$ cat src/design/ctrl_pkg.sv
package ctrl_pkg;

    // ------------------------------------------------------------------------
    // Widths and address map
    // ------------------------------------------------------------------------
    localparam int INSTR_WIDTH   = 32;
    localparam int REG_WIDTH     = 16;
    localparam int REG_COUNT     = 16;
    localparam int PROG_DEPTH    = 512;
    localparam int FETCH_CYCLES  = 2;   // Program memory read latency
    localparam int WB_ADDR_WIDTH = 10;
    localparam int REG_SPACE_BIT = 9;   // Set: register space, clear: program space

    typedef logic [REG_WIDTH-1:0]          reg_word_t;
    typedef logic [$clog2(REG_COUNT)-1:0]  reg_idx_t;
    typedef logic [REG_WIDTH-1:0]          imm_t;
    typedef logic [$clog2(PROG_DEPTH)-1:0] pc_t;
    typedef logic [WB_ADDR_WIDTH-1:0]      wb_addr_t;
    typedef logic [INSTR_WIDTH-1:0]        wb_data_t;   // Wide enough for one program word

    // Full opcode set, so the data side decodes the same values
    typedef enum logic [3:0] {
        OP_NOP       = 4'h0,
        OP_END       = 4'h1,   // Halt, clear registers and flag
        OP_XOR       = 4'h2,
        OP_ADDI      = 4'h3,
        OP_BGE       = 4'h4,   // Sets compare flag
        OP_JUMP      = 4'h5,   // Taken only with flag set
        OP_FBSWAP    = 4'h6,
        OP_LOADI     = 4'h7,
        OP_ADD       = 4'h8,
        OP_LOADB     = 4'h9,
        OP_LOAD      = 4'ha,
        OP_WRITEB    = 4'hb,
        OP_WRITE     = 4'hc,
        OP_OR        = 4'hd,
        OP_SENDITERS = 4'he,
        OP_PAUSE     = 4'hf    // Halt, state kept
    } opcode_e;

    typedef enum logic [1:0] {
        IDLE    = 2'd0,
        FETCH   = 2'd1,
        EXECUTE = 2'd2
    } seq_state_e;

    // Instruction word, MSB first
    typedef struct packed {
        opcode_e  opcode;
        reg_idx_t reg_a;   // Destination / first operand
        imm_t     imm;     // Immediate or jump target
        reg_idx_t reg_b;
        reg_idx_t reg_c;
    } instr_t;

    // One executed instruction toward the data side
    typedef struct packed {
        logic      valid;
        instr_t    instr;
        reg_word_t val_a;
        reg_word_t val_b;
        reg_word_t val_c;
    } issue_t;

    typedef struct packed {
        logic     cyc;
        logic     stb;
        logic     we;
        wb_addr_t addr;
        wb_data_t dat;
    } wb_req_t;

    typedef struct packed {
        logic     ack;
        wb_data_t dat;
    } wb_rsp_t;

endpackage
$ cat src/design/program_counter.sv
module program_counter import ctrl_pkg::*; (
    input  logic clk_in,
    input  logic rst_in,
    input  logic fetch_start,   // Restart the fetch wait
    input  logic pc_advance,    // Step to next instruction
    input  logic jump_take,
    input  pc_t  jump_target,
    output pc_t  pc,
    output logic fetch_done     // High in the last fetch cycle
);

    localparam int TIMER_WIDTH = $clog2(FETCH_CYCLES + 1);

    logic [TIMER_WIDTH-1:0] fetch_timer;

    always_ff @(posedge clk_in) begin
        if (rst_in) begin
            pc          <= '0;
            fetch_timer <= '0;
        end else begin
            if (jump_take) begin
                pc <= jump_target;              // Next fetch reads from target
            end else if (pc_advance) begin
                pc <= pc + pc_t'(1);            // Wraps 511 -> 0
            end

            if (fetch_start) begin
                fetch_timer <= TIMER_WIDTH'(FETCH_CYCLES - 1);
            end else if (fetch_timer != '0) begin
                fetch_timer <= fetch_timer - 1'b1;
            end
        end
    end

    // Only looked at during FETCH
    assign fetch_done = (fetch_timer == '0);

endmodule

$ cat config.mk
export PLATFORM = sky130hd
export DESIGN_NAME = program_counter
export DESIGN_NICKNAME = d
export VERILOG_FILES = /design/src/design/ctrl_pkg.sv /design/src/design/program_counter.sv
export SDC_FILE = /design/constraint.sdc
export NUM_CORES = 1
export LEC_CHECK = 0
export ABC_AREA = 1
export BUFFER_PORTS_ARGS = -buffer_cell sky130_fd_sc_hd__buf_4
export CORE_MARGIN = 8
export CORE_UTILIZATION = 42
export CTS_CLUSTER_DIAMETER = 80
export CTS_CLUSTER_SIZE = 30
export DETAILED_ROUTE_END_ITERATION = 8
export GPL_TIMING_DRIVEN = 0
export PLACE_DENSITY = 0.73
export SYNTH_ARGS = -nofsm -noshare
export SYNTH_HDL_FRONTEND = slang
export SYNTH_SLANG_ARGS = --single-unit
$ cat constraint.sdc
create_clock -name clk_in -period 1 [get_ports clk_in]
set_input_delay 0.1 -clock clk_in [delete_from_list [all_inputs] [get_ports clk_in]]
set_output_delay 0.1 -clock clk_in [all_outputs]
set_load 0.01 [all_outputs]
; ---- Word level (Yosys, flattened, before mapping)
; Index checks and enable logic that the tools add are counted.
[word_totals]
regBits = 11
inputBits = 14
out_inout_bits = 10
elab_cells = 14
[op_classes]
n_addsub = 2
muxes = 4
n_reduce_logical = 5
[op_table]
columns = operator, n
row1 = $mux 9, 2
row2 = $add 9x1->9 const B, 1
row3 = $reduce_bool 2->1, 3
row4 = $logic_not 2->1, 1
row5 = $mux 1, 2
row6 = $reduce_or 2->1, 1
row7 = $sub 2x1->2 const B, 1

; ---- Longest topological paths before layout
[depth]
word_depth = 3
mapped_depth = 8
mapped_depth_nobuf = 7

; ---- Least setup slack after synthesis
; No wires, ideal clock.
[synth_timing]
kind = register to register
start = reg pc[0]
end = reg pc[8]
setup_time_ps = 66
arrival_time_ps = 1114
t_required_ps = 934
path_slack_ps = -180
path_stages_with_launch = 8
path_buffers = 0
period_less_slack_ps = 1180
path_cell_list = dfxtp_1 > ha_1 > nand2_2 > nor2_1 > nand2_1 > nand2_1 > nand3_1 > a21oi_2
[synth_between]
elab_chain_len = 3
[synth_rtl]
columns = element, line
row1 = start: declaration, program_counter.sv:8  ; output pc_t pc,
row2 = start signal: assignment, program_counter.sv:22  ; pc <= jump_target;
row3 = start signal: assignment, program_counter.sv:24  ; pc <= pc + pc_t'(1);
row4 = $add 9x1->9, program_counter.sv:24
row5 = $mux 9, program_counter.sv:23  ; end else if (pc_advance) begin
row6 = $mux 9, program_counter.sv:21  ; if (jump_take) begin
; No other way between the ends. The select of a mux whose other input is x is not followed.
; A chain may end at the register's enable or synchronous reset.

; ---- Worst setup path in the final report
; Same ends and word-level chain as after synthesis.

==> reports/results.ini <==
[timing]
fin_crit_ns = 1.060
drv_slew = 0
slew_headroom_pct = 84.79
tightestPinTransition_ns = 0.2276
timing.fmax_mhz = 943.5
final-hold-violation-count = 0
tns_ns = -0.2000
finalWorstSetupSlack_ns = -0.05991
grt_setup_unrepaired = yes
fin_skew_ns = 0.003749
final_min_period_over_clock_period_pct = 106.0
finalSetupViolCount = 6

[global_routing]
use_met2_pct = 23.24
grt_usage_pct = 12.57
met3_usage_pct = 6.393
grt_pass1_wl_mm = 3.201
met1_usage_pct = 11.05
busiest_layer = met2
grt_pass1_vias = 727
grt-ovfl-total = 0
antenna_found_initial = 0
grt_max_degree = 11

[synth]
muxShareOfSynthArea_pct = 0
ys_seq_area_share_pct = 34.11
synth_compound_area_share_pct = 18.02
synthTopCellsByArea = dfxtp_1 34%, nand2_1 12%, nand3_1 7.8%, a22oi_1 7.0%, inv_1 6.4%
netlist_area_um2 = 645.6
synth.top_cell.area_share_pct = 34.11
synth_fa_ha_area_share_pct = 3.876
ys_ff_latch = 11
synth_cells = 93
ys.warnings.count = 0
avgSynthCellArea_um2 = 6.942
synthesis.nets = 109
synth-simple-area-share_pct = 30.81
ys_types = 21
synth_top_cell_by_area = dfxtp_1
synth-xor-area-share_pct = 2.713
synth_top_family_by_area = simple AND/OR/NAND/NOR gates

[power_and_ir_drop]
internal_power_mw = 0.7930
comb_power_share_pct = 27.3
pwr-share-clk_pct = 27.6
switching_share_pct = 29.98
p_leak_nw = 0.4426
irDropWorstVdd_mv = 0.7791
power.share.sequential_pct = 45.1
p_switching_mw = 0.3395
p_per_area_nw_per_um2 = 1146

[final_layout]
design_area_um2 = 988.4
multi_input_area_um2 = 419.2
drive_above_1_share_pct = 47.20
register_area_um2 = 236.5
insertedDiodeCount = 0
final_nets = 142
syn_to_final_growth_pct = 53.10
n_fill_cell = 134

[setup_path]
worstPathRequired_ns = 1.21
cpMostUsedCell = nand2_1
critPathLaunchType = flop
path_cells = ha_4, nand2_4, nor2_4, nand2_1, nand2_1, nand3_2, a21oi_2
crit_start = pc[0]$_SDFFE_PP0P_
path_buf_inv = 0
slowest_stage = dfxtp_4
path_max_fanout = 3
crit_type = flop to flop
cp-end-kind = flop
rr_startpoint = pc[0]$_SDFFE_PP0P_
critPathMaxStageDelay_ns = 0.37
cp.arrival_ns = 1.27
crit_family = flip-flops

[floorplanning]
die-height_um = 55.21
initial_core_util_pct = 43.88
fp-row-count = 14
coreArea_um2 = 1471
die_area_um2 = 3048
die_x_um = 55.21
pin_count = 24

[detailed_routing]
drt_wl_total_mm = 1.960
first_pass_iters = 4
drt-wirelength-per-cell_um = 13.90
postRouteAntennaNets = 0
drtIter0Drc = 18
vias = 723
drc = 0
via_per_inst = 5.128

[min_path]
hp-class = primary input to flop
hp-start = jump_target[2]

[status]
status = finished with violations
violations = negative setup slack

[cts]
clk_path_buf_depth = 2
cts_num_sinks = 11
cts_buffers = 3
clockRootBuffer = clkbuf_4
cts_tree = done
clock_latency_ns = 0.27
clkTransAtPathRegs_ns = 0.07
htreeDepth = 1

[placed_design]
dp_hpwl_mm = 1.342
placed_area_um2 = 849.6
globalplace.congestion = 0.7611
port_buffers = 21

[job]
maxCapViolations = 0

## worst min-delay path, cell delays in order
cell	delay, ns
buf_4	0.08
o21ai_1	0.05
a21oi_1	0.10
## power groups by stage
stage,Clock [mW],Combinational (mW),Sequential (mW)
after floorplan,0,0.126,0.521
after CTS,0.325,0.293,0.507
final,0.313,0.309,0.510
after global placement,0,0.233,0.514
after detailed placement,0,0.243,0.517
after global routing,0.343,0.341,0.517
## state kept, by name (all words and copies together), names as in the netlist
name,flops
fetch_timer,2
pc,9
## through the flow
stage / cells / total power, mW / setup WS (ns) / hold slack (ns) / util [%]
after global routing: 141 / 1.201 / -0.1564 / 0.1356 / 67.18
final: 141 / 1.133 / -0.05991 / 0.09521 / 67.18
after floorplan: 93 / 0.6471 / -0.03627 / 0.1788 / -
after global placement: 130 / 0.7475 / -0.08978 / 0.2797 / 57.74
after CTS: 140 / 1.124 / -0.06634 / 0.005648 / 65.14
after detailed placement: 130 / 0.7597 / -0.1121 / 0.2833 / 57.74
## worst paths after layout
kind,slack [ns],depth (start not counted),end
worst min-delay path,0.1,3,pc[2]$_SDFFE_PP0P_
worst min register to register,0.58,3,pc[3]$_SDFFE_PP0P_
worst max register to register,-0.06,7,pc[8]$_SDFFE_PP0P_
worst max-delay path,-0.06,7,pc[8]$_SDFFE_PP0P_
## kinds of logic (layout without fill, tap and decap cells)
kind of cell    after synthesis  count (layout)
buf+inv                      15              47
xor+xnor                      2               2
simple gates                 44              44
compound gates               19              19
fa+ha+maj                     2               2
flops                        11              11
## what timing repair did
action                                  in CTS  in global routing
endpoints found under the setup margin       8                 11
buffers inserted                             5                  0
hold endpoints to repair                     1                  1
hold buffers                                 1                  1
pin swaps                                    5                  3
resized for setup                           12                  6
## cells in the final DEF (no fill, tap or decap), types with 3 or more instances in the layout
cell type,Yosys,routed
buf_4,1,26
nand2_1,20,19
inv_1,11,9
nand3_1,10,8
dfxtp_2,0,7
a21oi_1,7,6
a22oi_1,6,6
nor2_1,7,5
inv_2,2,4
o21ai_1,3,3
nand2_2,3,3
nor2_4,1,3
clkbuf_4,0,3
## cell type report
class,instances,area share [%]
clock buffer,4,2.658
buffer,2,1.899
sequential,11,23.92
timing repair buffer,28,22.15
inverter,13,4.937
tap,16,2.025
multi-input combinational,67,42.41
## metal layers
layer,wire [µm],vias to the layer above
met2,1076,17
li1,-,366
met1,733,338
met3,134,2
met5,0,-
met4,16,0
## cells in the mapped netlist, drive strengths merged
cell type / number
a22oi: 6
buf: 2
xor2: 1
inv: 13
a21oi: 8
o21bai: 1
dfxtp: 11
xnor2: 1
nand3: 10
nor3: 1
nor2: 10
ha: 2
nand2: 23
o21ai: 4
No activity file was read; power rests on OpenSTA's default activity.
