--- config.mk ---
export PLATFORM = sky130hd
export DESIGN_NAME = ctrl_sequencer
export DESIGN_NICKNAME = d
export VERILOG_FILES = /design/src/design/ctrl_pkg.sv /design/src/design/ctrl_sequencer.sv
export SDC_FILE = /design/constraint.sdc
export NUM_CORES = 1
export LEC_CHECK = 0
export BUFFER_PORTS_ARGS = -buffer_cell sky130_fd_sc_hd__buf_4
export CORE_AREA = 2 2 39 41
export DETAILED_ROUTE_END_ITERATION = 8
export DIE_AREA = 0 0 41 43
export PLACE_DENSITY_LB_ADDON = 0.25
export SYNTH_ARGS = -nofsm -noshare
export SYNTH_HDL_FRONTEND = slang
export SYNTH_SLANG_ARGS = --single-unit
export TNS_END_PERCENT = 50
--- constraint.sdc ---
create_clock -name clk_in -period 1.2 [get_ports clk_in]
set_clock_uncertainty 0.1 [all_clocks]
set_input_delay 0.24 -clock clk_in [delete_from_list [all_inputs] [get_ports clk_in]]
set_output_delay 0.24 -clock clk_in [all_outputs]
set_load 0.05 [all_outputs]
--- src/design/ctrl_pkg.sv ---
package ctrl_pkg;

    // ------------------------------------------------------------------------
    // Widths and address map
    // ------------------------------------------------------------------------
    localparam int INSTR_WIDTH   = 32;
    localparam int REG_WIDTH     = 16;
    localparam int REG_COUNT     = 16;
    localparam int PROG_DEPTH    = 512;
    localparam int FETCH_CYCLES  = 2;   // Program memory read latency
    localparam int WB_ADDR_WIDTH = 10;
    localparam int REG_SPACE_BIT = 9;   // Set: register space, clear: program space

    typedef logic [REG_WIDTH-1:0]          reg_word_t;
    typedef logic [$clog2(REG_COUNT)-1:0]  reg_idx_t;
    typedef logic [REG_WIDTH-1:0]          imm_t;
    typedef logic [$clog2(PROG_DEPTH)-1:0] pc_t;
    typedef logic [WB_ADDR_WIDTH-1:0]      wb_addr_t;
    typedef logic [INSTR_WIDTH-1:0]        wb_data_t;   // Wide enough for one program word

    // Full opcode set, so the data side decodes the same values
    typedef enum logic [3:0] {
        OP_NOP       = 4'h0,
        OP_END       = 4'h1,   // Halt, clear registers and flag
        OP_XOR       = 4'h2,
        OP_ADDI      = 4'h3,
        OP_BGE       = 4'h4,   // Sets compare flag
        OP_JUMP      = 4'h5,   // Taken only with flag set
        OP_FBSWAP    = 4'h6,
        OP_LOADI     = 4'h7,
        OP_ADD       = 4'h8,
        OP_LOADB     = 4'h9,
        OP_LOAD      = 4'ha,
        OP_WRITEB    = 4'hb,
        OP_WRITE     = 4'hc,
        OP_OR        = 4'hd,
        OP_SENDITERS = 4'he,
        OP_PAUSE     = 4'hf    // Halt, state kept
    } opcode_e;

    typedef enum logic [1:0] {
        IDLE    = 2'd0,
        FETCH   = 2'd1,
        EXECUTE = 2'd2
    } seq_state_e;

    // Instruction word, MSB first
    typedef struct packed {
        opcode_e  opcode;
        reg_idx_t reg_a;   // Destination / first operand
        imm_t     imm;     // Immediate or jump target
        reg_idx_t reg_b;
        reg_idx_t reg_c;
    } instr_t;

    // One executed instruction toward the data side
    typedef struct packed {
        logic      valid;
        instr_t    instr;
        reg_word_t val_a;
        reg_word_t val_b;
        reg_word_t val_c;
    } issue_t;

    typedef struct packed {
        logic     cyc;
        logic     stb;
        logic     we;
        wb_addr_t addr;
        wb_data_t dat;
    } wb_req_t;

    typedef struct packed {
        logic     ack;
        wb_data_t dat;
    } wb_rsp_t;

endpackage
--- src/design/ctrl_sequencer.sv ---
module ctrl_sequencer import ctrl_pkg::*; (
    input  logic clk_in,
    input  logic rst_in,
    input  logic run_start,     // Start, or resume after PAUSE
    input  logic fetch_done,
    input  logic halt,          // END or PAUSE in execute
    output logic fetch_start,
    output logic pc_advance,
    output logic exec_en,       // Also the issue valid
    output logic run_busy
);

    seq_state_e state;

    // ------------------------------------------------------------------------
    // State register
    // ------------------------------------------------------------------------
    always_ff @(posedge clk_in) begin
        if (rst_in) begin
            state <= IDLE;      // Wait for the host to load a program
        end else begin
            case (state)
                IDLE: begin
                    if (run_start) begin
                        state <= FETCH;
                    end
                end

                FETCH: begin
                    if (fetch_done) begin
                        state <= EXECUTE;   // Memory word ready next cycle
                    end
                end

                EXECUTE: begin
                    state <= halt ? IDLE : FETCH;   // One cycle only
                end

                default: begin
                    state <= IDLE;
                end
            endcase
        end
    end

    // ------------------------------------------------------------------------
    // Control strobes
    // ------------------------------------------------------------------------

    // New fetch whenever FETCH is entered
    assign fetch_start = ((state == IDLE) && run_start)
                      || ((state == EXECUTE) && !halt);

    assign pc_advance = (state == FETCH) && fetch_done;   // pc steps as FETCH ends
    assign exec_en    = (state == EXECUTE);
    assign run_busy   = (state != IDLE);

endmodule

======== Yosys cells after proc, flatten, opt, wreduce, memory -nomap -nowiden ========
Index checks and enable logic that the tools add are counted.
word-level totals
  flip-flop bits (word level) ............. 2
  input bits .............................. 5
  output and inout bits ................... 4
  word-level logic and storage cells ...... 17
cells by class
  eq/ne operators ......................... 4
  multiplexer cells ....................... 4
  reductions and logical operators ........ 8
operators by type and width
  cell                count
  $pmux 2 s3          1
  $mux 2              2
  $ne 2x2->1 const B  2
  $logic_and 1x1->1   3
  $eq 2x1->1 const B  1
  $eq 2x2->1 const B  1
  $logic_not 2->1     1
  $reduce_and 2->1    1
  $reduce_bool 2->1   1
  $logic_not 1->1     1
  $logic_or 1x1->1    1
  $mux 1              1

======== Logic depth before layout (Yosys ltp) ========
  word-level depth ........................ 3
  depth in mapped cells ................... 2

======== Least setup slack after synthesis ========
Ideal clock, no wire load.
  path type ............................... flip-flop to output port
  from .................................... reg state[1]
  to ...................................... out fetch_start
  data arrival time ....................... 1.502 ns
  data required time ...................... 0.860 ns
  slack ................................... -0.642 ns
  stages on the path, launching flop included .. 3
  buffers on the path ..................... 0
  cells stage by stage .................... dfxtp_1 -> and2_1 -> nor3_1
on the way
  word-level cells in the longest chain between the ends .. 3
ends and longest elaborated chain
  what                                                  line                                        text
  from (decl)                                           ctrl_sequencer.sv:13                        seq_state_e state;
  from (signal assigned)                                ctrl_sequencer.sv:36                        state <= halt ? IDLE : FETCH;
  $eq 2x2->1 / $logic_not 2->1 (equally long branches)  ctrl_sequencer.sv:52, ctrl_sequencer.sv:51
  $logic_and 1x1->1 (on tied branches)                  ctrl_sequencer.sv:52, ctrl_sequencer.sv:51
  $logic_or 1x1->1 (*)                                  ctrl_sequencer.sv:52                        || ((state == EXECUTE) && !halt);
  to (decl)                                             ctrl_sequencer.sv:7                         output logic fetch_start,
Mark *: on every way between the ends. The rest lies on a longest branch, timed or not.

======== Worst setup path after layout ========
Same ends and word-level chain as after synthesis.

==> impl_table.tex <==
\begin{tabular}{lr}
\hline
Metric & Value \\
\hline
\multicolumn{2}{l}{\textbf{GRT}} \\
\quad Global routing usage on met2 & 5.31\% \\
\quad Total congestion overflow & 0 \\
\quad Met1 demand-to-capacity share in global routing & around 4.2\% \\
\quad Via count of the first global-routing pass & $\sim$120 \\
\quad Pin count of the biggest net entering global routing & 7 \\
\quad Antenna violations before repair & 0 \\
\quad First-pass GRT wire length & 462 um \\
\quad Most used routing layer in global routing & met4 \\
\quad GR Util All Layers & 4.51\% \\
\quad GR met3 Demand/Resource & 3.14\% \\
\multicolumn{2}{l}{\textbf{Pwr}} \\
\quad Power density relative to cell area & 1270 nW/um2 \\
\quad Power dissipated by switching net loads & 0.100 mW \\
\quad Leakage & 0.113 nW \\
\quad Final Power & 0.337 mW \\
\quad Comb power frac & 34.5\% \\
\quad Proportion of total power due to net switching & 29.7\% \\
\quad Max VDD drop & 0.000254 V \\
\quad Sequential power share & approximately a quarter \\
\quad Internal power & around 0.24 mW \\
\quad Clock Power Share & a little over two fifths \\
\multicolumn{2}{l}{\textbf{Outcome}} \\
\quad Run status & finished with violations \\
\quad Violated checks & setup timing \\
\multicolumn{2}{l}{\textbf{Route}} \\
\quad Wire length per cell & 8.54 um \\
\quad Total number of vias & 134 \\
\quad 1st-iter DRT viols & 2 \\
\quad Vias/cell & about 3.4 \\
\quad Post-route DRC violation count & 0 \\
\quad Total Routed Length & $\sim$330 um \\
\quad Post-route ant nets & 0 \\
\quad Router iterations before antenna repair & 2 \\
\multicolumn{2}{l}{\textbf{Yosys}} \\
\quad Syn Nets & 16 \\
\quad Synth warn & 0 \\
\quad Sequential share of the synthesized area & 39.0\% \\
\quad Avg Inst Size Synth & 9.33 um2 \\
\quad Total of flip-flops plus latches after synthesis & 2 \\
\quad Number of cells produced by synthesis & 11 \\
\quad Unique cell type count in the Yosys netlist & 9 \\
\quad Post-Syn Area & 103 um2 \\
\multicolumn{2}{l}{\textbf{Layout}} \\
\quad Most flop-heavy register & state \\
\quad Diode count & 0 \\
\quad Number of flip-flops in the largest register & 2 \\
\quad Regs by FF count & state x2 \\
\quad \# nets final & 30 \\
\quad Area delta synth->final & 157\% \\
\quad Area of all placed cells without fillers & 264 um2 \\
\quad Utilization after layout & 19.1\% \\
\quad Fraction of layout instances using a drive strength above 1 & 87.0\% \\
\multicolumn{2}{l}{\textbf{Setup path}} \\
\quad Highest net fanout along the worst path & 6 \\
\quad Slack of the worst reg-to-reg path & around 50 ps \\
\quad Type of the worst setup path & flip-flop to output port \\
\quad R2R cell count & 2 \\
\quad CP startpoint kind & flip-flop \\
\quad Setup crit end kind & output port \\
\quad Worst Path Arrival & 1000 ps \\
\quad Crit Reg-Reg Endpoint & state[0]\$\_SDFFE\_PP0P\_ \\
\quad Source of the worst register-to-register timing path & state[1]\$\_SDFFE\_PP0P\_ \\
\quad Critical path required time & 860 ps \\
\multicolumn{2}{l}{\textbf{STA}} \\
\quad Post-layout min period & 1340 ps \\
\quad Fmax & 747 MHz \\
\quad Final slew viol count & 0 \\
\quad Hold slack & just over 90 ps \\
\quad Fin crit share & 112\% \\
\quad Setup repair after global routing missed its margin & true \\
\quad Final setup fails & 4 \\
\quad Max-slew headroom & between 80\% and 90\% \\
\quad Final number of hold-violating endpoints & 0 \\
\quad Worst-margin pin slew & about 250 ps \\
\quad Final setup margin & -139 ps \\
\multicolumn{2}{l}{\textbf{Floorplanning}} \\
\quad Die X & between 40 and 50 um \\
\quad Initial standard-cell utilization of the core & 7.41\% \\
\quad Die Area & $\sim$1800 um2 \\
\quad Core area & 1380 um2 \\
\quad Die height & 43 um \\
\quad I/O pin total & 9 \\
\quad Num rows & 14 \\
\multicolumn{2}{l}{\textbf{Clock network}} \\
\quad Root Buffer Master & clkbuf\_4 \\
\quad Number of clock sinks & 2 \\
\quad Worst-skew pair later-pin latency & between 200 and 250 ps \\
\quad Inserted Clock Buffers & 3 \\
\quad CTS HTree Levels & 1 \\
\quad Hold\_buf cts & 0 \\
\quad CTS tree & yes \\
\quad Maximum clock insertion buffer count & 2 \\
\quad Clock Pin Slew Worst Setup and Hold Paths & 30 ps \\
\quad Post-CTS repair timing setup buffer count & 0 \\
\multicolumn{2}{l}{\textbf{Worst hold path}} \\
\quad Cell depth of the worst hold path & 2 \\
\quad Worst hold start & rst\_in \\
\quad Hold-critical path endpoint & state[1]\$\_SDFFE\_PP0P\_ \\
\quad Class of the most critical hold timing path & input port to flip-flop \\
\multicolumn{2}{l}{\textbf{Flow run}} \\
\quad Number of max-cap violations & 0 \\
\multicolumn{2}{l}{\textbf{Place}} \\
\quad RePlAce Congestion & 0.505 \\
\quad I/O Buffers & 8 \\
\quad Setup WS pre-CTS & approximately 17 ps \\
\quad Placed cell area & 204 um2 \\
\hline
\end{tabular}
## area by class of cell
| class | instances | area (um2) |
|---|---|---|
| Fill cell | 154 | 1120 |
| Timing Repair Buffer | 9 | 90.1 |
| Multi-Input combinational cell | 9 | 83.8 |
| Sequential cell | 2 | 47.5 |
| Clock buffer | 3 | 22.5 |
| Tap cell | 16 | 20.0 |
## power groups by stage
| stage | clock (mW) | sequential, mW | combinational [mW] |
|---|---|---|---|
| 3_5_place_dp | 0 | 0.0793 | 0.0975 |
| 6_report | 0.142 | 0.0783 | 0.116 |
| 5_1_grt | 0.150 | 0.0792 | 0.122 |
| 3_3_place_gp | 0 | 0.0794 | 0.0973 |
| 4_1_cts | 0.151 | 0.0798 | 0.115 |
| 2_1_floorplan | 0 | 0.0792 | 0.0617 |
## cells by family after synthesis
group | share of synthesized area, %
flops | 39.0
compound gates | 8.54
simple gates | 52.4
## synth_stat cells (all sizes together)
master / number / share of area (%)
or2: 1 / 6.1
nor2b: 2 / 12
nor2: 1 / 3.7
and2: 1 / 6.1
nor3: 1 / 4.9
and3b: 1 / 9.8
dfxtp: 2 / 39
o41ai: 1 / 8.5
or4b: 1 / 9.8
## cell usage in the layout (no fill, tap or decap), drive strengths merged
cell type and instances:
dfxtp 2, or2 1, nor2 1, o41ai 1, or4b 1, nor2b 2, and3b 1, buf 9
clkbuf 3, nor3 1, and2 1
## worst max-delay path by stage
stage	startpoint	to	slack, ps	depth (start not counted)
floorplan	state[1]$_SDFFE_PP0P_	fetch_start	-30	2
global placement	halt	fetch_start	20	4
detailed placement	halt	fetch_start	20	4
CTS	state[1]$_SDFFE_PP0P_	fetch_start	-140	3
global route	state[1]$_SDFFE_PP0P_	fetch_start	-190	3
finish	state[1]$_SDFFE_PP0P_	fetch_start	-140	3
## per-layer routing
metal | vias to the layer above | wire [um] | part of all wire [%]
li1 | 67 | - | -
met1 | 57 | 112 | 34
met2 | 8 | 162 | 49
met3 | 2 | 51 | 15
met4 | 0 | 6 | 1.8
met5 | - | 0 | 0
## per-stage QoR
stage	TNS (ps)	std cells
finish	-476	39
detailed placement	0	36
global route	-597	39
CTS	-483	39
global placement	0	36
floorplan	-28.8	11
## critical path, stage by stage, from the launching register on
cell	delay [ps]
dfxtp_4	350
and2_4	150
nor3_4	110
buf_6	180
## timing repair
| action | in CTS | in global routing |
|---|---|---|
| setup endpoints to repair | 4 | 4 |
| pin swaps | 1 | 1 |
| gates resized for setup | 11 | 2 |
Note: power is estimated with default switching activity, not from simulation.
