==> config.mk <==
export PLATFORM = sky130hd
export DESIGN_NAME = execute_unit
export DESIGN_NICKNAME = d
export VERILOG_FILES = /design/src/design/ctrl_pkg.sv /design/src/design/execute_unit.sv
export SDC_FILE = /design/constraint.sdc
export NUM_CORES = 1
export LEC_CHECK = 0
export ABC_AREA = 1
export BUFFER_PORTS_ARGS = -buffer_cell sky130_fd_sc_hd__buf_2
export CAP_MARGIN = 20
export CORE_MARGIN = 1.5
export CORE_UTILIZATION = 47
export DETAILED_ROUTE_END_ITERATION = 7
export PLACE_DENSITY = 0.83
export SETUP_SLACK_MARGIN = 0.5
export SLEW_MARGIN = 20
export SYNTH_ARGS = -nofsm -noshare
export SYNTH_HDL_FRONTEND = slang
export SYNTH_SLANG_ARGS = --single-unit
==> constraint.sdc <==
create_clock -name clk_in -period 3.9 [get_ports clk_in]
set_input_delay 0.585 -clock clk_in [delete_from_list [all_inputs] [get_ports clk_in]]
set_output_delay 0.585 -clock clk_in [all_outputs]
set_load 0.03 [all_outputs]
==> src/design/ctrl_pkg.sv <==
package ctrl_pkg;

    // ------------------------------------------------------------------------
    // Widths and address map
    // ------------------------------------------------------------------------
    localparam int INSTR_WIDTH   = 32;
    localparam int REG_WIDTH     = 16;
    localparam int REG_COUNT     = 16;
    localparam int PROG_DEPTH    = 512;
    localparam int FETCH_CYCLES  = 2;   // Program memory read latency
    localparam int WB_ADDR_WIDTH = 10;
    localparam int REG_SPACE_BIT = 9;   // Set: register space, clear: program space

    typedef logic [REG_WIDTH-1:0]          reg_word_t;
    typedef logic [$clog2(REG_COUNT)-1:0]  reg_idx_t;
    typedef logic [REG_WIDTH-1:0]          imm_t;
    typedef logic [$clog2(PROG_DEPTH)-1:0] pc_t;
    typedef logic [WB_ADDR_WIDTH-1:0]      wb_addr_t;
    typedef logic [INSTR_WIDTH-1:0]        wb_data_t;   // Wide enough for one program word

    // Full opcode set, so the data side decodes the same values
    typedef enum logic [3:0] {
        OP_NOP       = 4'h0,
        OP_END       = 4'h1,   // Halt, clear registers and flag
        OP_XOR       = 4'h2,
        OP_ADDI      = 4'h3,
        OP_BGE       = 4'h4,   // Sets compare flag
        OP_JUMP      = 4'h5,   // Taken only with flag set
        OP_FBSWAP    = 4'h6,
        OP_LOADI     = 4'h7,
        OP_ADD       = 4'h8,
        OP_LOADB     = 4'h9,
        OP_LOAD      = 4'ha,
        OP_WRITEB    = 4'hb,
        OP_WRITE     = 4'hc,
        OP_OR        = 4'hd,
        OP_SENDITERS = 4'he,
        OP_PAUSE     = 4'hf    // Halt, state kept
    } opcode_e;

    typedef enum logic [1:0] {
        IDLE    = 2'd0,
        FETCH   = 2'd1,
        EXECUTE = 2'd2
    } seq_state_e;

    // Instruction word, MSB first
    typedef struct packed {
        opcode_e  opcode;
        reg_idx_t reg_a;   // Destination / first operand
        imm_t     imm;     // Immediate or jump target
        reg_idx_t reg_b;
        reg_idx_t reg_c;
    } instr_t;

    // One executed instruction toward the data side
    typedef struct packed {
        logic      valid;
        instr_t    instr;
        reg_word_t val_a;
        reg_word_t val_b;
        reg_word_t val_c;
    } issue_t;

    typedef struct packed {
        logic     cyc;
        logic     stb;
        logic     we;
        wb_addr_t addr;
        wb_data_t dat;
    } wb_req_t;

    typedef struct packed {
        logic     ack;
        wb_data_t dat;
    } wb_rsp_t;

endpackage
==> src/design/execute_unit.sv <==
module execute_unit import ctrl_pkg::*; (
    input  logic      clk_in,
    input  logic      rst_in,
    input  logic      exec_en,
    input  instr_t    instr,
    input  reg_word_t val_a,
    input  reg_word_t val_b,
    input  reg_word_t val_c,
    output logic      wr_en,
    output reg_idx_t  wr_idx,
    output reg_word_t wr_data,
    output logic      clear_all,
    output logic      jump_take,
    output logic      halt,
    output pc_t       jump_target
);

    logic cmp_flag;             // Set by BGE, used by JUMP

    assign wr_idx      = instr.reg_a;   // All writes go to reg_a
    assign jump_target = instr.imm[$bits(pc_t)-1:0];

    // ------------------------------------------------------------------------
    // Decode
    // ------------------------------------------------------------------------
    always_comb begin
        wr_en     = 1'b0;
        wr_data   = '0;
        clear_all = 1'b0;
        jump_take = 1'b0;
        halt      = 1'b0;
        if (exec_en) begin
            case (instr.opcode)
                OP_XOR:   begin wr_en = 1'b1; wr_data = val_a ^ val_b; end
                OP_ADDI:  begin wr_en = 1'b1; wr_data = instr.imm + val_b; end
                OP_ADD:   begin wr_en = 1'b1; wr_data = val_b + val_c; end  // Mod 2^16
                OP_JUMP:  jump_take = cmp_flag;
                OP_END:   begin clear_all = 1'b1; halt = 1'b1; end
                OP_PAUSE: halt = 1'b1;
                default:  ;     // Data-side opcodes are NOPs here
            endcase
        end
    end

    // Compare flag
    always_ff @(posedge clk_in) begin
        if (rst_in) begin
            cmp_flag <= 1'b0;
        end else if (exec_en) begin
            if (instr.opcode == OP_BGE) begin
                cmp_flag <= (val_a >= val_b);   // Unsigned
            end else if (clear_all || jump_take) begin
                cmp_flag <= 1'b0;
            end
        end
    end

endmodule

* Word level (Yosys, flattened, before mapping)
Cells that the tools add are included.
** Word-level totals
- Bits in registers :: 1
- Bits in latches :: 0
- Memory bits (writable) :: 0
- Memory bits (read-only) :: 0
- Bits of input ports :: 83
- Output and inout bits :: 33
- Logic and storage cells :: 29
- Memories :: 0
** Operators by class
- $add $sub $neg :: 2
- Multiply operators :: 0
- Div/mod/pow operators :: 0
- $lt $le $gt $ge :: 1
- Equal/unequal tests :: 7
- Shift-type cells :: 0
- Multiplexer cells :: 12
- Bitwise logic cells :: 1
- Reductions and logical operators :: 5
** Operator list (count)
- 16-bit one-hot mux with 3 select lines :: 1
- 16-bit adder :: 2
- 16-bit >= comparator :: 1
- 16-bit two-way mux :: 1
- 16-bit XOR :: 1
- 1-bit two-way mux :: 10
- 4-bit by 2-bit == test with 1-bit output, second input constant :: 2
- 4-bit by 3-bit == test with 1-bit output, second input constant :: 2
- 4-bit == test, second input constant :: 2
- 4-bit by 1-bit == test with 1-bit output, second input constant :: 1
- 3-bit OR reduction :: 1
- 2-bit AND reduction :: 1
- 2-bit nonzero test :: 1
- 2-bit OR reduction :: 1
- 1-bit logical OR :: 1

* Longest topological paths before layout
Gate-level depths: netlist (run 1).
- Depth in word-level cells :: 6
- Depth in mapped cells :: 21
- Gate-level depth less buffers :: 19

* Least setup slack after synthesis (run 1)
No wires, ideal clock.
- Path kind :: input to output
- From :: input port instr[29] (netlist bit)
- To :: output port wr_data[8]
- Arrival :: 2.864 ns
- Required time :: 3.315 ns
- Setup slack :: 0.451 ns
- Stages :: 19
- Buffers on the path :: 2
- Path through :: nor2_2 nand2_1 buf_6 inv_1 buf_2 nand2_1 nand2_1 ha_1 inv_1 fa_1 inv_1 nand3_1 nand3_1 nand2_1 nand2_1 nor2_1 o22ai_1 inv_1 nor2_1
** On the way
- Longest elaborated chain between the ends :: 3
- Elaborated cells on any way between the ends :: 5
- Classes of those cells :: eq/ne (3); mux (2)
** RTL lines
- start, declared :: RTL line execute_unit.sv:5 : input instr_t instr,
- 4-bit == test or 4-bit by 2-bit == test with 1-bit output (tied branches) :: RTL line execute_unit.sv:33 : case (instr.opcode)
- 16-bit one-hot mux with 3 select lines (*) :: RTL line execute_unit.sv:33
- 16-bit two-way mux (*) :: RTL line execute_unit.sv:32 : if (exec_en) begin
- end, declared :: RTL line execute_unit.sv:11 : output reg_word_t wr_data,
Every way passes the cells marked *; elsewhere a longest branch is shown, timed or not.

* Worst setup path after layout (run 1)
- From :: input port instr[31] (netlist bit)
- To :: output port wr_data[14]
Same word-level chain as after synthesis.

==> out/metrics.yaml, run 1 <==
route:
  drtIter0Drc: 119
  first_pass_iters: 4
  wl_mm: 6.45
  ant_nets: 0
  vias_per_cell: 5.02
  route.vias.total: 2720
  wl_per_cell_um: 11.9
  drc_errors: 0
setup_path:
  rrSetupSlack_ns: 2.96
  worstSetupStartpointType: "primary input"
  cp_max_fo: 11
  critPathKind: "primary input to primary output"
  end_kind: "primary output"
  r2r-end: "cmp_flag"
  worstPathRequired_ns: 3.31
  r2r_cells: 5
  r2r-start: "cmp_flag"
  arrival_ns: 2.74
timing:
  fin_crit_sh_pct: 85.4
  slew_viol_final: 0
  setup_viol: 0
  clock_skew_ns: 0
  period_needed_ns: 3.33
  rsz0062_at_grt: "true"
  fmax_mhz: 300
  fin_setup_tns_ns: 0
  slew_headroom_pct: 44.7
  tightest_slew_ns: 0.828
  hold_viol: 0
power_and_ir_drop:
  p_clk_share_pct: 0
  swShare_pct: 58.3
  combinationalPowerShare_pct: 97.2
  intPower_uw: 158
  power.switching_uw: 221
  total_power_uw: 379
  vdd_drop_max_mv: 0.0681
  seq_power_share_pct: 2.8
  cellPowerDensity_nw_per_um2: 131
  p_leak_nw: 1.72
global_route:
  grtUsageMet2_pct: 43.6
  met3_usage_pct: 1.97
  grt_pass1_vias: 2464
  overflow: 0
  grt_pass1_wl_mm: 10.1
  track_usage_pct: 23.5
  antenna_found_initial: 0
  top_usage_layer: "met2"
  use_met1_pct: 29.6
  grt_start_max_net_pins: 21
final_layout:
  finish.instance_area_um2: 2880
  area_delta_synth_final_pct: 31.6
  largestRegisters: "cmp_flag: 1 flops"
  drive_above_1_share_pct: 35.7
  largest_reg_flops: 1
  top_register: "cmp_flag"
  finish.utilization_pct: 65.3
  nets: 610
  num_antenna_cells: 0
die:
  die_w_um: 71.3
  start_util_pct: 49.7
  row_count: 24
  dieArea_um2: 5080
  ios: 116
  core_area_um2: 4410
  die_h_um: 71.3
worst_hold_path:
  min_path_cells: 2
  hold_path_end: "cmp_flag"
  hp-class: "flop to flop"
  hp-start: "cmp_flag"
placed_design:
  gp_congestion: 0.886
  dp_hpwl_mm: 5.22
  place_area_um2: 2620
  port_buffers: 99
yosys:
  synth_seq_area_share_pct: 0.913
  ys_warn_count: 0
  synth_edf_count: 0
  synth.most_common_cell: "nand2_1"
  synthDominantCellAreaShare_pct: 25.0
  ys.flop_type: "dfxtp_1"
  postSynthCellCount: 404
  syn_area_per_cell_um2: 5.43
  synth_async_sr_flop_share_pct: 0
  synth.area.top_cells: "nand2_1 (25%), ha_1 (19%), inv_1 (11%), a21oi_1 (5.0%), nor2_1 (4.8%)"
  synth_commonest_cells: "nand2_1 (146), inv_1 (66), ha_1 (34)"
  synth_nets: 522
  ys_types: 31
  synth_largest_area_cell: "nand2_1"
  synth_area_um2: 2190
  synth_seq_cells: 1
run:
  drv_cap: 0
clocking:
  clk_pin_slew_ns: 0
  insertion_delay_ns: 0
  cts_hold_buf: 0
run_status:
  outcome: "completed"
-- per-layer routing --
layer	vias up	part of all wire, %
met2	102	51
li1	1426	-
met5	-	0
met4	0	1.4
met1	1179	41
met3	13	7.0
-- stage by stage --
stage	worst slack, ns	hold WS, ns	instances
6_report	0.570	0.470	542
5_1_grt	0.453	0.496	542
4_1_cts	0.512	0.455	538
3_5_place_dp	0.332	0.453	538
3_3_place_gp	0.346	0.456	538
2_1_floorplan	0.577	0.438	404
-- worst max path at each step --
stage | start | end | slack [ns]
CTS | instr[31] | wr_data[12] | 0.51
global route | instr[31] | wr_data[14] | 0.45
floorplan | instr[29] | wr_data[8] | 0.58
detailed placement | instr[29] | wr_data[9] | 0.33
global placement | instr[29] | wr_data[9] | 0.35
finish | instr[31] | wr_data[14] | 0.57
-- critical path: stages --
cell and delay (ns):
buf_2 0.11, inv_2 0.07, nor2_4 0.14, nand2_4 0.11, buf_6 0.17, nand2_1 0.06
nand2_1 0.05, ha_1 0.36, nand2_1 0.10, inv_1 0.07, nand2_1 0.07, nor3_1 0.21
nand2_2 0.10, nand3_1 0.11, nand3_2 0.10, a21oi_2 0.18, buf_6 0.15
-- power groups by stage --
stage | logic [mW] | registers, mW | clock network, mW
3_3_place_gp | 0.315 | 0.0106 | 0
6_report | 0.368 | 0.0106 | 0
5_1_grt | 0.410 | 0.0107 | 0
2_1_floorplan | 0.242 | 0.0106 | 0
4_1_cts | 0.329 | 0.0106 | 0
3_5_place_dp | 0.324 | 0.0106 | 0
-- kinds of logic after synthesis --
logic type / synth area share [%]
AO/OA/AOI/OAI: 10.8
adder cells (fa/ha/maj): 20.3
buffers and inverters: 19.3
flip-flops: 0.913
AND/OR/NAND/NOR: 48.6
-- layout by cell type, fill, tap and decap left out, types with 2 or more instances in the layout --
master / Yosys / final
nand3_2: 8 / 13
nand3_1: 19 / 14
nor2_1: 28 / 27
o21ai_0: 3 / 2
nor2_4: 0 / 2
nand4_1: 6 / 6
nand2_2: 3 / 15
inv_1: 66 / 64
or2_1: 8 / 8
nor3_1: 5 / 4
buf_4: 13 / 6
nand3b_1: 2 / 2
ha_1: 34 / 28
buf_2: 1 / 91
a21oi_2: 8 / 14
a21oi_1: 22 / 16
inv_2: 5 / 6
or2_2: 6 / 6
nor3_2: 1 / 2
buf_6: 2 / 8
ha_4: 0 / 5
nand2_1: 146 / 133
or2_0: 4 / 4
a31oi_1: 2 / 2
-- area by class of cell --
type	count	area, um2
Timing Repair Buffer	106	611
Sequential cell	1	20.0
Multi-Input combinational cell	312	1920
Fill cell	397	1530
Inverter	71	269
Tap cell	52	65.1
-- what timing repair did --
action | 4_1_cts | 5_1_grt
setup endpoints to repair | 13 | 12
buffers inserted | 0 | 4
gates resized for setup | 12 | 48
pin swaps | 1 | 15
No activity file was read; power rests on OpenSTA's default activity.
==> inputs of run 2 (changes only) <==
--- a/config.mk
+++ b/config.mk
@@ -11,7 +11,9 @@
 export CORE_MARGIN = 1.5
 export CORE_UTILIZATION = 47
 export DETAILED_ROUTE_END_ITERATION = 7
+export MAX_ROUTING_LAYER = met4
 export PLACE_DENSITY = 0.83
+export REMOVE_ABC_BUFFERS = 1
 export SETUP_SLACK_MARGIN = 0.5
 export SLEW_MARGIN = 20
 export SYNTH_ARGS = -nofsm -noshare
==> run 2 against run 1 <==
Total power up 5.9%. Wire length grew 8.0%. Sequential power about the same. Fmax down 0.22%. Worst hold slack got worse by 0.0090 ns.
==> out/metrics.yaml, run 2 (synthesized netlist as in run 1, its figures left out) <==
route:
  wl_per_cell_um: 12.7  # +6.8%
  route.vias.total: 2825  # +3.9%
  wl_mm: 6.97  # +8.0%
  drc_errors: 0  # unchanged
  ant_nets: 0  # unchanged
  vias_per_cell: 5.16  # +2.7%
  first_pass_iters: 5  # +1
  drtIter0Drc: 239  # +100%
setup_path:
  arrival_ns: 2.75  # about the same
  r2r-end: "cmp_flag"
  rrSetupSlack_ns: 2.98  # +0.02 ns
  worstPathRequired_ns: 3.31  # about the same
  critPathKind: "primary input to primary output"
  worstSetupStartpointType: "primary input"
  r2r_cells: 5  # unchanged
  cp_max_fo: 6  # -5
  end_kind: "primary output"
  r2r-start: "cmp_flag"
final_layout:
  multi_input_comb_area_um2: 1970  # +2.5%
  largestRegisters: "cmp_flag: 1 flops"
  stdcell_count: 548  # +1.1%
  final_common_cell: "nand2_1"
  fill_cells: 376  # -5.3%
  layout_common_cells: "nand2_1 (128), buf_2 (88), inv_1 (61), nor2_1 (27), ha_1 (25)"
  nets: 616  # +0.98%
  num_antenna_cells: 0  # unchanged
  register_area_um2: 20.0  # unchanged
  drive_above_1_share_pct: 38.7  # +3.0 points
  top_register: "cmp_flag"
  area_delta_synth_final_pct: 37.4
  largest_reg_flops: 1  # unchanged
die:
  die_w_um: 71.3  # unchanged
  start_util_pct: 49.7  # unchanged
  core_area_um2: 4410  # unchanged
  ios: 116  # unchanged
  row_count: 24  # unchanged
  die_h_um: 71.3  # unchanged
  dieArea_um2: 5080  # unchanged
timing:
  fmax_mhz: 300  # -0.22%
  setup_viol: 0  # unchanged
  tightest_slew_ns: 0.870  # +0.0418 ns
  fin_crit_sh_pct: 85.6  # +0.19 points
  hold_viol: 0  # unchanged
  rsz0062_at_grt: "false"
  slew_viol_final: 0  # unchanged
  fin_setup_tns_ns: 0  # unchanged
  slew_headroom_pct: 42.0  # -2.8 points
  period_needed_ns: 3.34  # +0.00731 ns
  clock_skew_ns: 0  # unchanged
placed_design:
  port_buffers: 99  # unchanged
  dp_cells: 539  # +0.19%
  dp_hpwl_mm: 5.15  # -1.3%
  gp_congestion: 0.942  # +6.4%
worst_hold_path:
  hold_path_end: "cmp_flag"
  min_path_cells: 2  # unchanged
  hp-start: "cmp_flag"
  hp-class: "flop to flop"
clocking:
  cts_hold_buf: 0  # unchanged
  insertion_delay_ns: 0  # unchanged
  clk_pin_slew_ns: 0  # unchanged
run:
  drv_cap: 0  # unchanged
global_route:
  grt_pass1_vias: 2506  # +1.7%
  overflow: 0  # unchanged
  grt_start_max_net_pins: 21  # unchanged
  grt_pass1_wl_mm: 10.2  # +1.3%
  antenna_found_initial: 0  # unchanged
  track_usage_pct: 24.3  # +0.82 points
power_and_ir_drop:
  vdd_drop_max_mv: 0.0640  # -5.9%
  cellPowerDensity_nw_per_um2: 133  # +1.4%
  p_leak_nw: 1.76  # +2.5%
run_status:
  outcome: "completed"
[run 2: cell types whose count changed in the layout (fill, tap and decap cells not counted), sizes merged]
cell	previous run	this run
clkbuf	0	1
buf	106	111
[run 2: final cells by class]
type | count | share of cell area, %
sequential | 1 | 0.664
multi-input combinational | 312 | 65.3
inverter | 71 | 9.01
tap | 52 | 2.16
timing repair buffer | 112 | 22.8
[run 2: worst max path at each step]
stage | startpoint | to | slack, ns | depth (start not counted)
2_1_floorplan | instr[29] | wr_data[8] | 0.25 | 17
3_3_place_gp | instr[29] | wr_data[8] | 0.32 | 17
3_5_place_dp | instr[29] | wr_data[8] | 0.21 | 17
4_1_cts | instr[31] | wr_data[8] | 0.49 | 20
5_1_grt | instr[31] | wr_data[15] | 0.43 | 18
6_report | instr[28] | wr_data[15] | 0.56 | 17
[run 2: worst max-delay path: stages]
cell and delay (ns):
buf_4 0.14, nor2_4 0.14, nand2_4 0.11, buf_12 0.14, buf_4 0.15, nand2_2 0.06
nand2_2 0.08, ha_4 0.30, nand2_2 0.08, inv_2 0.07, nand2_1 0.08, nor3_1 0.19
nand2_1 0.10, nand3_1 0.09, nand3_1 0.07, a21oi_1 0.16, buf_4 0.19
[run 2: repair_timing]
item	4_1_cts	5_1_grt
pin swaps	1	21
cloned	0	1
gates resized for setup	18	60
endpoints found under the setup margin	13	13
buffers inserted	2	6
[run 2: power breakdown]
group	internal (mW)	switching [mW]	leakage [nW]
combinational	0.160	0.231	1.75
sequential	0.0106	0.0000712	0.00807
clock	0	0	0
[run 2: stage by stage]
| stage | cell area [um2] | power, mW | hold WS [ns] | utilization (%) | setup WS, ns |
|---|---|---|---|---|---|
| global placement | 2630 | 0.323 | 0.454 | 59.5 | 0.317 |
| floorplan | 2040 | 0.223 | 0.438 | - | 0.247 |
| detailed placement | 2630 | 0.334 | 0.460 | 59.5 | 0.210 |
| global route | 3010 | 0.442 | 0.505 | 68.3 | 0.432 |
| finish | 3010 | 0.401 | 0.461 | 68.3 | 0.563 |
| CTS | 2700 | 0.342 | 0.460 | 61.3 | 0.490 |
[run 2: metal layers]
| layer | GRT usage (%) | vias to the layer above | share of wire, % |
|---|---|---|---|
| li1 | - | 1435 | - |
| met2 | 44.7 | 108 | 51 |
| met3 | 1.83 | 6 | 6.4 |
| met4 | 0.839 | 0 | 0.52 |
| met5 | - | - | 0 |
| met1 | 30.8 | 1276 | 43 |
